===== src/hdl/arp_pkg.sv =====
`default_nettype none

package arp_pkg;

  // ------------------------------------------------------------
  // Field types
  // ------------------------------------------------------------
  typedef logic [47:0] mac_addr_t;
  typedef logic [31:0] ipv4_addr_t;
  typedef logic [15:0] arp_oper_t;
  typedef logic [7:0]  arp_byte_t;

  // ------------------------------------------------------------
  // Protocol constants
  // ------------------------------------------------------------
  localparam arp_oper_t   ARP_OPER_REQUEST = 16'd1;
  localparam arp_oper_t   ARP_OPER_REPLY   = 16'd2;
  localparam logic [15:0] ARP_HTYPE_ETH    = 16'd1;
  localparam logic [15:0] ARP_PTYPE_IPV4   = 16'h0800;
  localparam arp_byte_t   ARP_HLEN         = 8'd6;
  localparam arp_byte_t   ARP_PLEN         = 8'd4;
  localparam int          ARP_PKT_BYTES    = 28;

  localparam mac_addr_t   MAC_BROADCAST    = '1;

  // Number of cache entries. Kept a power of two so the write pointer wraps.
  localparam int          ARP_TABLE_SIZE   = 4;
  localparam int          ARP_IDX_W        = $clog2(ARP_TABLE_SIZE);

  // ------------------------------------------------------------
  // State machines
  // ------------------------------------------------------------
  typedef enum logic [1:0] {
    FR_IDLE,
    FR_SEND,
    FR_DONE
  } framer_state_t;

  typedef enum logic [1:0] {
    ARB_IDLE,
    ARB_GRANT,
    ARB_RELEASE
  } arb_state_t;

endpackage

`default_nettype wire


===== src/hdl/arp_stream_if.sv =====
`timescale 1ns/10ps
`default_nettype none

interface arp_stream_if;
  import arp_pkg::*;

  logic      valid;
  arp_byte_t data;
  logic      sof;
  logic      eof;
  logic      ready;

  // A byte moves on an edge where valid and ready are both high.
  modport source (output valid, data, sof, eof, input ready);
  modport sink   (input valid, data, sof, eof, output ready);

endinterface

`default_nettype wire


===== src/hdl/arp_tx_req_if.sv =====
`timescale 1ns/10ps
`default_nettype none

interface arp_tx_req_if;
  import arp_pkg::*;

  logic       req;
  arp_oper_t  oper;
  mac_addr_t  tha;
  ipv4_addr_t tpa;
  logic       ack;

  modport requester (output req, oper, tha, tpa, input ack);
  modport arbiter   (input req, oper, tha, tpa, output ack);

endinterface

`default_nettype wire


===== src/hdl/arp_rx_parser.sv =====
`timescale 1ns/10ps
`default_nettype none

module arp_rx_parser (
  input  logic                clk,
  input  logic                rst_n,
  input  logic                rx_valid,
  input  logic                rx_sof,
  input  logic                rx_eof,
  input  arp_pkg::arp_byte_t  rx_data,
  input  arp_pkg::ipv4_addr_t dev_ip,
  output logic                learn,
  output arp_pkg::ipv4_addr_t learn_ip,
  output arp_pkg::mac_addr_t  learn_mac,
  arp_tx_req_if.requester     reply
);
  import arp_pkg::*;

  logic [4:0]  cnt;
  logic [4:0]  idx;
  logic [15:0] htype_q;
  logic [15:0] ptype_q;
  arp_byte_t   hlen_q;
  arp_byte_t   plen_q;
  arp_oper_t   oper_q;
  mac_addr_t   sha_q;
  ipv4_addr_t  spa_q;
  ipv4_addr_t  tpa_q;
  ipv4_addr_t  tpa_full;
  logic        pkt_ok;
  logic        reply_set;
  logic        req_q;

  // The sof byte is always byte zero, whatever the counter holds.
  assign idx      = rx_sof ? 5'd0 : cnt;
  // The last target IP byte is still on the bus when eof is accepted.
  assign tpa_full = {tpa_q[23:0], rx_data};

  assign pkt_ok = rx_valid && rx_eof && (idx == 5'(ARP_PKT_BYTES - 1)) &&
                  (htype_q == ARP_HTYPE_ETH) && (ptype_q == ARP_PTYPE_IPV4) &&
                  (hlen_q == ARP_HLEN) && (plen_q == ARP_PLEN);

  assign reply_set = pkt_ok && (oper_q == ARP_OPER_REQUEST) && (tpa_full == dev_ip) &&
                     !req_q && !reply.ack;

  always_ff @(posedge clk or negedge rst_n) begin
    if (!rst_n) begin
      cnt   <= '0;
      learn <= 1'b0;
      req_q <= 1'b0;
    end else begin
      learn <= pkt_ok;
      if (rx_valid) begin
        cnt <= (idx == 5'd31) ? idx : idx + 5'd1;
      end
      if (req_q && reply.ack) begin
        req_q <= 1'b0;
      end else if (reply_set) begin
        req_q <= 1'b1;
      end
    end
  end

  always_ff @(posedge clk) begin
    if (rx_valid) begin
      case (idx) inside
        [5'd0:5'd1]:   htype_q <= {htype_q[7:0], rx_data};
        [5'd2:5'd3]:   ptype_q <= {ptype_q[7:0], rx_data};
        5'd4:          hlen_q  <= rx_data;
        5'd5:          plen_q  <= rx_data;
        [5'd6:5'd7]:   oper_q  <= {oper_q[7:0], rx_data};
        [5'd8:5'd13]:  sha_q   <= {sha_q[39:0], rx_data};
        [5'd14:5'd17]: spa_q   <= {spa_q[23:0], rx_data};
        [5'd24:5'd27]: tpa_q   <= {tpa_q[23:0], rx_data};
        default: ;
      endcase
    end
    if (reply_set) begin
      reply.tha <= sha_q;
      reply.tpa <= spa_q;
    end
  end

  // Sender fields stay put until byte 8 of a following packet.
  assign learn_ip   = spa_q;
  assign learn_mac  = sha_q;
  assign reply.req  = req_q;
  assign reply.oper = ARP_OPER_REPLY;

endmodule

`default_nettype wire


===== src/hdl/arp_cache.sv =====
`timescale 1ns/10ps
`default_nettype none

module arp_cache (
  input  logic                clk,
  input  logic                rst_n,
  input  logic                learn,
  input  arp_pkg::ipv4_addr_t learn_ip,
  input  arp_pkg::mac_addr_t  learn_mac,
  input  logic                lookup_req,
  input  arp_pkg::ipv4_addr_t lookup_ip,
  output logic                lookup_ack,
  output logic                lookup_hit,
  output arp_pkg::mac_addr_t  lookup_mac,
  arp_tx_req_if.requester     request
);
  import arp_pkg::*;

  logic [ARP_TABLE_SIZE-1:0] vld;
  ipv4_addr_t                ip_tbl  [ARP_TABLE_SIZE];
  mac_addr_t                 mac_tbl [ARP_TABLE_SIZE];

  logic [ARP_IDX_W-1:0] wr_ptr;
  logic [ARP_IDX_W-1:0] lm_idx;
  logic [ARP_IDX_W-1:0] wr_idx;
  logic                 lm_hit;
  logic                 lk_hit;
  mac_addr_t            lk_mac;
  logic                 lk_start;
  logic                 miss_send;
  logic                 req_q;

  // ------------------------------------------------------------
  // Match logic for learning and lookup
  // ------------------------------------------------------------
  always_comb begin
    lm_hit = 1'b0;
    lm_idx = '0;
    lk_hit = 1'b0;
    lk_mac = '0;
    for (int i = 0; i < ARP_TABLE_SIZE; i++) begin
      if (vld[i] && (ip_tbl[i] == learn_ip)) begin
        lm_hit = 1'b1;
        lm_idx = i[ARP_IDX_W-1:0];
      end
      if (vld[i] && (ip_tbl[i] == lookup_ip)) begin
        lk_hit = 1'b1;
        lk_mac = mac_tbl[i];
      end
    end
    // A learn in the same cycle wins over the stored entry.
    if (learn && (learn_ip == lookup_ip)) begin
      lk_hit = 1'b1;
      lk_mac = learn_mac;
    end
  end

  assign wr_idx    = lm_hit ? lm_idx : wr_ptr;
  assign lk_start  = lookup_req && !lookup_ack;
  assign miss_send = lk_start && !lk_hit && !req_q && !request.ack;

  // ------------------------------------------------------------
  // Control state
  // ------------------------------------------------------------
  always_ff @(posedge clk or negedge rst_n) begin
    if (!rst_n) begin
      vld        <= '0;
      wr_ptr     <= '0;
      lookup_ack <= 1'b0;
      lookup_hit <= 1'b0;
      req_q      <= 1'b0;
    end else begin
      if (learn) begin
        vld[wr_idx] <= 1'b1;
        if (!lm_hit) begin
          wr_ptr <= wr_ptr + 1'b1;
        end
      end
      if (lk_start) begin
        lookup_ack <= 1'b1;
        lookup_hit <= lk_hit;
      end else if (!lookup_req) begin
        lookup_ack <= 1'b0;
      end
      if (req_q && request.ack) begin
        req_q <= 1'b0;
      end else if (miss_send) begin
        req_q <= 1'b1;
      end
    end
  end

  always_ff @(posedge clk) begin
    if (learn) begin
      ip_tbl[wr_idx]  <= learn_ip;
      mac_tbl[wr_idx] <= learn_mac;
    end
    if (lk_start) begin
      lookup_mac <= lk_mac;
    end
    if (miss_send) begin
      request.tpa <= lookup_ip;
    end
  end

  assign request.req  = req_q;
  assign request.oper = ARP_OPER_REQUEST;
  assign request.tha  = '0;

endmodule

`default_nettype wire


===== src/hdl/arp_tx_arbiter.sv =====
`timescale 1ns/10ps
`default_nettype none

module arp_tx_arbiter (
  input  logic                clk,
  input  logic                rst_n,
  arp_tx_req_if.arbiter       reply,
  arp_tx_req_if.arbiter       request,
  output logic                start,
  output arp_pkg::arp_oper_t  oper,
  output arp_pkg::mac_addr_t  tha,
  output arp_pkg::ipv4_addr_t tpa,
  input  logic                frame_done
);
  import arp_pkg::*;

  arb_state_t state;
  logic       sel;
  logic       pick;
  logic       reply_ack_q;
  logic       request_ack_q;

  // sel holds the source served last, 0 for reply and 1 for request.
  assign pick  = request.req && (!reply.req || !sel);
  assign start = (state == ARB_IDLE) && (reply.req || request.req);

  assign oper = pick ? request.oper : reply.oper;
  assign tha  = pick ? request.tha  : reply.tha;
  assign tpa  = pick ? request.tpa  : reply.tpa;

  always_ff @(posedge clk or negedge rst_n) begin
    if (!rst_n) begin
      state         <= ARB_IDLE;
      sel           <= 1'b0;
      reply_ack_q   <= 1'b0;
      request_ack_q <= 1'b0;
    end else begin
      case (state)
        ARB_IDLE: begin
          if (start) begin
            sel   <= pick;
            state <= ARB_GRANT;
          end
        end
        ARB_GRANT: begin
          if (frame_done) begin
            reply_ack_q   <= !sel;
            request_ack_q <= sel;
            state         <= ARB_RELEASE;
          end
        end
        ARB_RELEASE: begin
          if (sel ? !request.req : !reply.req) begin
            reply_ack_q   <= 1'b0;
            request_ack_q <= 1'b0;
            state         <= ARB_IDLE;
          end
        end
        default: state <= ARB_IDLE;
      endcase
    end
  end

  assign reply.ack   = reply_ack_q;
  assign request.ack = request_ack_q;

endmodule

`default_nettype wire


===== src/hdl/arp_tx_framer.sv =====
`timescale 1ns/10ps
`default_nettype none

module arp_tx_framer (
  input  logic                clk,
  input  logic                rst_n,
  input  arp_pkg::mac_addr_t  dev_mac,
  input  arp_pkg::ipv4_addr_t dev_ip,
  input  logic                start,
  input  arp_pkg::arp_oper_t  oper,
  input  arp_pkg::mac_addr_t  tha,
  input  arp_pkg::ipv4_addr_t tpa,
  output logic                frame_done,
  arp_stream_if.source        tx
);
  import arp_pkg::*;

  localparam int PKT_W = ARP_PKT_BYTES * 8;

  framer_state_t    state;
  logic [4:0]       cnt;
  logic [PKT_W-1:0] pkt;

  // ------------------------------------------------------------
  // Sequencing
  // ------------------------------------------------------------
  // FR_SEND covers bytes 0 to 26. FR_DONE presents the eof byte.
  always_ff @(posedge clk or negedge rst_n) begin
    if (!rst_n) begin
      state <= FR_IDLE;
      cnt   <= '0;
    end else begin
      case (state)
        FR_IDLE: begin
          if (start) begin
            cnt   <= '0;
            state <= FR_SEND;
          end
        end
        FR_SEND: begin
          if (tx.ready) begin
            cnt <= cnt + 5'd1;
            if (cnt == 5'(ARP_PKT_BYTES - 2)) begin
              state <= FR_DONE;
            end
          end
        end
        FR_DONE: begin
          if (tx.ready) begin
            state <= FR_IDLE;
          end
        end
        default: state <= FR_IDLE;
      endcase
    end
  end

  // The packet is loaded whole and shifted out from the top byte.
  always_ff @(posedge clk) begin
    if ((state == FR_IDLE) && start) begin
      pkt <= {ARP_HTYPE_ETH, ARP_PTYPE_IPV4, ARP_HLEN, ARP_PLEN,
              oper, dev_mac, dev_ip, tha, tpa};
    end else if ((state == FR_SEND) && tx.ready) begin
      pkt <= {pkt[PKT_W-9:0], 8'h00};
    end
  end

  assign tx.valid   = (state != FR_IDLE);
  assign tx.data    = pkt[PKT_W-1 -: 8];
  assign tx.sof     = (state == FR_SEND) && (cnt == 5'd0);
  assign tx.eof     = (state == FR_DONE);
  assign frame_done = (state == FR_DONE) && tx.ready;

endmodule

`default_nettype wire


===== src/hdl/arp_top.sv =====
`timescale 1ns/10ps
`default_nettype none

module arp_top (
  input  logic                clk,
  input  logic                rst_n,
  input  arp_pkg::mac_addr_t  dev_mac,
  input  arp_pkg::ipv4_addr_t dev_ip,
  input  logic                rx_valid,
  input  arp_pkg::arp_byte_t  rx_data,
  input  logic                rx_sof,
  input  logic                rx_eof,
  output logic                tx_valid,
  output arp_pkg::arp_byte_t  tx_data,
  output logic                tx_sof,
  output logic                tx_eof,
  input  logic                tx_ready,
  input  logic                lookup_req,
  input  arp_pkg::ipv4_addr_t lookup_ip,
  output logic                lookup_ack,
  output logic                lookup_hit,
  output arp_pkg::mac_addr_t  lookup_mac
);
  import arp_pkg::*;

  logic       learn;
  ipv4_addr_t learn_ip;
  mac_addr_t  learn_mac;
  logic       start;
  arp_oper_t  oper;
  mac_addr_t  tha;
  ipv4_addr_t tpa;
  logic       frame_done;

  arp_stream_if tx_if ();
  arp_tx_req_if reply_if ();
  arp_tx_req_if request_if ();

  arp_rx_parser u_parser (
    .clk(clk), .rst_n(rst_n), .rx_valid(rx_valid), .rx_sof(rx_sof),
    .rx_eof(rx_eof), .rx_data(rx_data), .dev_ip(dev_ip), .learn(learn),
    .learn_ip(learn_ip), .learn_mac(learn_mac), .reply(reply_if.requester)
  );

  arp_cache u_cache (
    .clk(clk), .rst_n(rst_n), .learn(learn), .learn_ip(learn_ip),
    .learn_mac(learn_mac), .lookup_req(lookup_req), .lookup_ip(lookup_ip),
    .lookup_ack(lookup_ack), .lookup_hit(lookup_hit), .lookup_mac(lookup_mac),
    .request(request_if.requester)
  );

  arp_tx_arbiter u_arbiter (
    .clk(clk), .rst_n(rst_n), .reply(reply_if.arbiter), .request(request_if.arbiter),
    .start(start), .oper(oper), .tha(tha), .tpa(tpa), .frame_done(frame_done)
  );

  arp_tx_framer u_framer (
    .clk(clk), .rst_n(rst_n), .dev_mac(dev_mac), .dev_ip(dev_ip), .start(start),
    .oper(oper), .tha(tha), .tpa(tpa), .frame_done(frame_done), .tx(tx_if.source)
  );

  assign tx_valid    = tx_if.valid;
  assign tx_data     = tx_if.data;
  assign tx_sof      = tx_if.sof;
  assign tx_eof      = tx_if.eof;
  assign tx_if.ready = tx_ready;

endmodule

`default_nettype wire


===== config.mk =====
export PLATFORM = sky130hd
export DESIGN_NAME = arp_top
export DESIGN_NICKNAME = d
export VERILOG_FILES = /design/src/hdl/arp_pkg.sv /design/src/hdl/arp_stream_if.sv /design/src/hdl/arp_tx_req_if.sv /design/src/hdl/arp_rx_parser.sv /design/src/hdl/arp_cache.sv /design/src/hdl/arp_tx_arbiter.sv /design/src/hdl/arp_tx_framer.sv /design/src/hdl/arp_top.sv
export SDC_FILE = /design/constraint.sdc
export NUM_CORES = 1
export LEC_CHECK = 0
export BUFFER_PORTS_ARGS = -buffer_cell sky130_fd_sc_hd__buf_2
export CORE_ASPECT_RATIO = 1.25
export CORE_MARGIN = 2
export CORE_UTILIZATION = 60
export DETAILED_ROUTE_END_ITERATION = 10
export PLACE_DENSITY_LB_ADDON = 0.12
export SYNTH_ARGS = -nofsm -noshare
export SYNTH_HDL_FRONTEND = slang
export SYNTH_SLANG_ARGS = --single-unit

===== constraint.sdc =====
create_clock -name clk -period 11.7 [get_ports clk]
set_clock_uncertainty 0.1 [all_clocks]
set_input_delay 0 -clock clk [delete_from_list [all_inputs] [get_ports clk]]
set_output_delay 0 -clock clk [all_outputs]
set_load 0.01 [all_outputs]

---- Word level (Yosys, flattened, before mapping) ----
Memory sizes are Yosys's and may differ from the RTL's.
Cells that the tools add are included.
cells by class
  $add $sub $neg .......................... 3
  $mul .................................... 0
  divide/modulo/power cells ............... 0
  $lt $le $gt $ge ......................... 14
  eq/ne operators ......................... 32
  shift operators ......................... 0
  muxes and demuxes ....................... 52
  bitwise logic cells ..................... 9
  reductions and logical operators ........ 70
operator list
  operator                                              count
  2-to-1 mux 176 bit                                    2
  == test 32 bit                                        10
  2-to-1 mux 48 bit                                     6
  logical AND 1 bit                                     38
  == test 16 x 1 -> 1 bit (second input constant)       2
  2-to-1 mux 32 bit                                     1
  2-to-1 mux 1 bit                                      23
  2-to-1 mux 2 bit                                      10
  2-to-1 mux 5 bit                                      4
  == test 16 x 12 -> 1 bit (second input constant)      1
  == test 8 x 3 -> 1 bit (second input constant)        2
  == test 5 bit (second input constant)                 3
  != test 2 x 1 -> 1 bit (second input constant)        6
  one-hot mux 2 bit (3 select lines)                    2
  AND reduction 3 bit                                   4
  nonzero test 2 bit                                    6
  adder 5 x 1 -> 5 bit (second input constant)          2
  == test 5 x 3 -> 1 bit (second input constant)        2
  >= comparator 5 x 4 -> 1 bit (second input constant)  2
  <= comparator 5 bit (second input constant)           2
  one-hot mux 5 bit (2 select lines)                    1
  AND reduction 9 bit                                   1
  NOT 1 bit                                             8
  AND reduction 4 bit                                   2
  26 further kinds                                      40
word-level totals
  flip-flop bits (word level) ............. 580
  bits in latches ......................... 0
  memory bits (writable) .................. 320
  ROM bits ................................ 0
  bits of input ports ..................... 127
  output and inout port bits .............. 61
  word-level logic and storage cells ...... 210
  memories kept ........................... 2
memory list
  memory           depth  bits a word  rd ports  clocked after memory_dff  wr ports  RTL line         source
  u_cache.mac_tbl  4      48           4         0                         1         arp_cache.sv:21  mac_addr_t mac_tbl [ARP_TABLE_SIZE];
  u_cache.ip_tbl   4      32           4         0                         1         arp_cache.sv:20  ipv4_addr_t ip_tbl [ARP_TABLE_SIZE];

---- Longest topological paths before layout ----
An unclocked memory read counts as a cell.
  depth after elaboration ................. 14
  gate-level depth with buffers ........... 11
  mapped depth without buffers ............ 8

---- Cells and area by module ----
From an unflattened synthesis, not the netlist that was laid out.
unflattened totals
  cells, all modules ...................... 2,478
  area total of the unflattened synthesis .. 38,384.3 um2
by module, submodules not included
  module          times used  cells each  area each (um2)  seq. area each (um2)
  arp_cache       1           1,306       18,206.2         12,236.7
  arp_tx_framer   1           637         9,947.0          6,421.2
  arp_rx_parser   1           405         8,662.1          7,622.3
  arp_tx_arbiter  1           130         1,569.0          125.1

---- Least setup slack after synthesis ----
OpenSTA, ideal clock, no wires.
  path type ............................... register -> register
  start ................................... register u_parser.cnt[1]
  end ..................................... register u_parser.sha_q[0], in the netlist u_parser.learn_mac[0], enable pin
  library setup time ...................... 711 ps
  arrival ................................. 9,520 ps
  required time ........................... 10,889 ps
  path slack .............................. 1,369 ps
  cell stages (with the launch flop) ...... 9
  path buffers ............................ 0
  period minus slack after synthesis ...... 10,331 ps
  cells stage by stage .................... dfrtp_1 > nor2b_1 > inv_1 > ha_1 > nor2_1 > nor4_1 > or3b_2 > or2_2 > a2111oi_0
between the ends
  word-level cells in the longest chain between the ends .. 5
  elaborated cells between the ends (all ways) .. 21
  classes of those cells .................. 8 x order compare; 2 x eq/ne; 1 x mux; 5 x bitwise; 5 x reduce/logical
RTL lines
  element                                                               RTL line             source
  start, declared                                                       arp_rx_parser.sv:19  logic [4:0] cnt;
  start signal, assigned                                                arp_rx_parser.sv:54  cnt <= (idx == 5'd31) ? idx : idx + 5'd1;
  2-to-1 mux 5 bit *                                                    arp_rx_parser.sv:35  assign idx = rx_sof ? 5'd0 : cnt;
  >= comparator 5 x 1 -> 1 bit (no line), or another cell as far along  -
  logical AND 1 bit (no line)                                           -
  NOT 1 bit (no line)                                                   -
  AND reduction 7 bit (no line) *                                       -
  end signal, assigned                                                  arp_rx_parser.sv:72  [5'd8:5'd13]: sha_q <= {sha_q[39:0], rx_data};
  end, declared                                                         arp_rx_parser.sv:26  mac_addr_t sha_q;
Mark *: on every way between the ends. The rest lies on a longest branch, timed or not.
A chain may end at the register's enable or synchronous reset.

---- Final worst setup path ----
  start ................................... register u_parser.spa_q[0], in the netlist u_parser.learn_ip[0]
  end ..................................... memory u_cache.mac_tbl[1][19] (netlist name), enable pin
between the ends
  word-level cells in the longest chain between the ends .. 7
  elaborated cells between the ends (all ways) .. 16
  classes of those cells .................. 4 x eq/ne; 8 x mux; 4 x reduce/logical
RTL lines
  element                         RTL line             source
  start, declared                 arp_rx_parser.sv:27  ipv4_addr_t spa_q;
  start signal, assigned          arp_rx_parser.sv:73  [5'd14:5'd17]: spa_q <= {spa_q[23:0], rx_data};
  == test 32 bit                  arp_cache.sv:42      if (vld[i] && (ip_tbl[i] == learn_ip)) begin
  logical AND 1 bit               arp_cache.sv:42
  2-to-1 mux 1 bit (4 in series)  arp_cache.sv:42
  2-to-1 mux 2 bit *              arp_cache.sv:58      assign wr_idx = lm_hit ? lm_idx : wr_ptr;
  end, declared                   arp_cache.sv:21
Marks and branches as above.

==> run summary <==
The run finished with clean final reports. The total global-route track usage came out at 29.6%. Counting along the longest clock path gives a buffer depth of 3. The number of nets in the synthesized netlist is 2617. The I/O pin total is 188.

At the worst endpoint, the required time is 11.85 ns. The signal on the critical path passes through xor2_1 > nor4_1 > nand4_1 > or3_1 > nand2b_1 > and3_1 > nor2_4 > buf_4. The wire length per cell is 25.5 microns. The endpoint arrival time on the critical path is 4.92 ns. For this run the aggregate overflow at the end of global routing stands at 0. The number of buffers added to fix hold violations after cts came out at 130. The top-area cell type share of the netlist area is 68.9%.

The number of synthesized register bits is 900. The number of optimization iterations in the first detailed-route pass came out at 6. During synthesis, Yosys emitted a total of 0 warnings. Across the run, the number of max-cap violations was 0. After synthesis, the cell types taking the most area are sky130_fd_sc_hd__edfxtp_1 69%, sky130_fd_sc_hd__xor2_1 4.2%, sky130_fd_sc_hd__nand2_1 4.2%, sky130_fd_sc_hd__xnor2_1 3.6%, sky130_fd_sc_hd__dfxtp_1 2.7%.

The CTS sink count came out at 900. The overall power after layout came out at 7.37 mW. The first global-routing pass estimated 135000 microns of wire. The leakage power came out at 14.8 nW. The number of setup violations in the final report came out at 0. The quantity of I/O buffers inserted on ports came out at 187. The setup path with the least slack is of type register to register. The number of antenna violations at the first check in global routing is 1. Wires add up to 91200 microns. At the end of the flow the core is filled with cells to 69.9%.

STA classifies the critical path startpoint as a register. The proportion of synthesized chip area in sequential cells is 73.5%. The most common cell in the synthesized netlist is sky130_fd_sc_hd__edfxtp_1. The kind of capture point of the worst setup path is a register.

The post-detailed-route count of antenna-violating nets came out at 0. The path class of the tightest hold or removal check is input port to register. The number of buffers created by CTS came out at 86. The power density over the cells is 177 nW/um^2.

The number of flops mapped to enable cells by yosys is 824. The worst slew margin relative to its limit came out at 20.2%. The DRC violation count after routing came out at 0. Post-CTS timing repair inserted 0 buffers for setup.

The number of global-route vias before repair came out at 21700. The total number of vias is 21600. From left edge to right edge, the die measures 223 microns. The placer's final routability congestion estimate is 1.01. For flop-to-flop paths, the worst setup slack is 6.94 ns. For this run, the leading register cell type out of synthesis is sky130_fd_sc_hd__edfxtp_1. The final number of max-transition violations came out at 0.

The final critical path time including I/O delays and setup came out at 4.76 ns. The core outline area came out at 59400 sq um. The die footprint came out at 61900 sq um. Grouping stages by cell kind, the critical path spends the most delay in simple AND/OR/NAND/NOR gates.

The post-cts repair resize count came out at 0. Setup repair after global routing left no endpoint under its margin. Dividing the detail-routed via count by the number of cells gives 6.02.

The smallest hold slack came out at 0.0760 ns. The transition time at the pin with the least slew margin is 1.19 ns. The standard-cell row count came out at 100. In the finished design, the share of the clock period the worst path needs comes to 40.7%.

Clock latency on the worst-skew pair, taken at its later pin, is 0.63 ns. The number of buffers and inverters on the critical path came out at 1. In this run the clock root is driven by a sky130_fd_sc_hd__clkbuf_16. The cell accounting for the most synthesized area is sky130_fd_sc_hd__edfxtp_1. The fraction of layout instances using a drive strength above 1 came out at 14.1%. The initial core utilization is 60.4%. On the critical path, the stage with the largest delay is an instance of sky130_fd_sc_hd__nor2_4. The post-DP HPWL came out at 56400 microns. After clock tree synthesis, the clock-pin slew on the worst setup and hold paths is 0.06 ns. The synthesized instance count came out at 2484. Ranked by instance count, the synthesized netlist is headed by 824 x sky130_fd_sc_hd__edfxtp_1, 400 x sky130_fd_sc_hd__nand2_1, 173 x sky130_fd_sc_hd__xor2_1, 147 x sky130_fd_sc_hd__xnor2_1, 119 x sky130_fd_sc_hd__o21ai_0. After synthesis, the share of flip-flops with an asynchronous set or reset is 3.11%. TritonCTS built the clock tree. A synthesized cell averages 14.5 sq um. The growth of design area from synthesis to finish is 15.6%. For this run, the slowest stage of the critical path takes 0.90 ns.

The peak clock frequency supported by timing is 0.210 GHz. The summed negative setup slack over all endpoints came out at 0 ns. The pin count of the biggest net entering global routing came out at 115. The first routing iteration left 2348 violations. The number of library cell types mapped by synthesis is 59. The maximum VDD drop is 0.130 mV.

The final count of hold timing violations came out at 0. The clock tree synthesis step divided the H-tree into 3 levels. The y dimension of the die came out at 278 microns. The post-synthesis instance area came out at 35900 sq um. The largest fanout of any net on the critical path came out at 48. The post-layout net count is 2876.
[cell families after synthesis]
kind of cell	Yosys count	share of synthesized area, %
compound gates	359	7.15
fa+ha+maj	6	0.209
mux	2	0.0592
xor+xnor	320	7.80
flops	900	73.5
simple gates	635	8.08
buf+inv	262	3.20
[worst reg2reg max path, delay by kind of cell, from the launching register on]
kind,cells,cell delay (ns)
buffers and inverters,1,0.79
XOR/XNOR,1,0.27
flip-flops,1,0.64
AND/OR/NAND/NOR,6,2.50
[through the flow]
| step | setup slack [ns] | cells | area [sq um] |
|---|---|---|---|
| 2_1_floorplan | 1.37 | 2484 | 35900 |
| 3_3_place_gp | 6.97 | 3290 | 37300 |
| 3_5_place_dp | 6.94 | 3290 | 37300 |
| 4_1_cts | 6.92 | 3581 | 41500 |
| 5_1_grt | 6.80 | 3581 | 41500 |
| 6_report | 6.94 | 3582 | 41500 |
[per-layer routing]
metal | part of all wire (%) | global-route usage (%)
met2 | 50 | 49.3
met1 | 39 | 38.6
met3 | 5.6 | 3.84
met5 | 0 | 0
met4 | 5.5 | 15.4
[registers in the layout, indices dropped and copies added, names as in the netlist, 24 cells and up]
name	flops
u_parser.tpa_q	24
u_parser.learn_mac	48
u_parser.reply.tpa	32
u_cache.request.tpa	32
u_cache.ip_tbl	128
u_parser.learn_ip	32
u_framer.pkt	224
u_cache.lookup_mac	48
u_cache.mac_tbl	192
u_parser.reply.tha	48
[where the power goes]
group | total, mW | switching [mW] | internal (mW)
combinational | 0.583 | 0.365 | 0.218
sequential | 3.95 | 0.121 | 3.82
clock | 2.84 | 1.18 | 1.66
total | 7.37 | 1.67 | 5.70
[path summary, 6_finish.rpt]
| check | from | to | cells past startpoint |
|---|---|---|---|
| worst max-delay path | u_parser.learn_ip[0] | u_cache.mac_tbl[1][19] | 8 |
| worst min-delay path | dev_mac[26] | u_framer.pkt[138] | 4 |
| worst max register to register | u_parser.learn_ip[0] | u_cache.mac_tbl[1][19] | 8 |
| worst min register to register | u_parser.htype_q[5] | u_parser.htype_q[13] | 0 |
| max in group asynchronous | rst_n | u_framer.state[0] | 4 |
| min in group asynchronous | rst_n | u_parser.cnt[2] | 4 |
[final cells by class]
type	count	area [sq um]
fill	3921	17900
sequential	900	26400
inverter	89	334
clock buffer	113	2380
tap	765	957
multi-input combinational	1322	8490
antenna	1	2.50
clock inverter	48	518
timing repair buffer	344	2450
[cell usage in the layout, fill, tap and decap left out, types with 7 or more instances in the layout]
| cell | count |
|---|---|
| sky130_fd_sc_hd__o21ai_1 | 34 |
| sky130_fd_sc_hd__a221oi_1 | 18 |
| sky130_fd_sc_hd__dfrtp_1 | 28 |
| sky130_fd_sc_hd__a22o_1 | 57 |
| sky130_fd_sc_hd__nand4_1 | 46 |
| sky130_fd_sc_hd__clkbuf_16 | 91 |
| sky130_fd_sc_hd__nor3_1 | 18 |
| sky130_fd_sc_hd__nand2_1 | 399 |
| sky130_fd_sc_hd__nor2_1 | 15 |
| sky130_fd_sc_hd__clkinv_1 | 17 |
| sky130_fd_sc_hd__xor2_1 | 173 |
| sky130_fd_sc_hd__nor2b_1 | 7 |
| sky130_fd_sc_hd__xnor2_1 | 147 |
| sky130_fd_sc_hd__a221oi_2 | 30 |
| sky130_fd_sc_hd__bufinv_16 | 10 |
| sky130_fd_sc_hd__clkinv_2 | 11 |
| sky130_fd_sc_hd__edfxtp_1 | 824 |
| sky130_fd_sc_hd__o21ai_0 | 119 |
| sky130_fd_sc_hd__buf_2 | 187 |
| sky130_fd_sc_hd__a222oi_1 | 24 |
| sky130_fd_sc_hd__buf_4 | 27 |
| sky130_fd_sc_hd__inv_1 | 89 |
| sky130_fd_sc_hd__dlygate4sd3_1 | 129 |
| sky130_fd_sc_hd__nand3_1 | 30 |
| sky130_fd_sc_hd__and2_1 | 14 |
| sky130_fd_sc_hd__clkbuf_1 | 19 |
| sky130_fd_sc_hd__nor4_1 | 57 |
| sky130_fd_sc_hd__nand2b_1 | 8 |
| sky130_fd_sc_hd__dfxtp_1 | 48 |
| sky130_fd_sc_hd__a21oi_1 | 52 |
No activity file was read; power rests on OpenSTA's default activity.
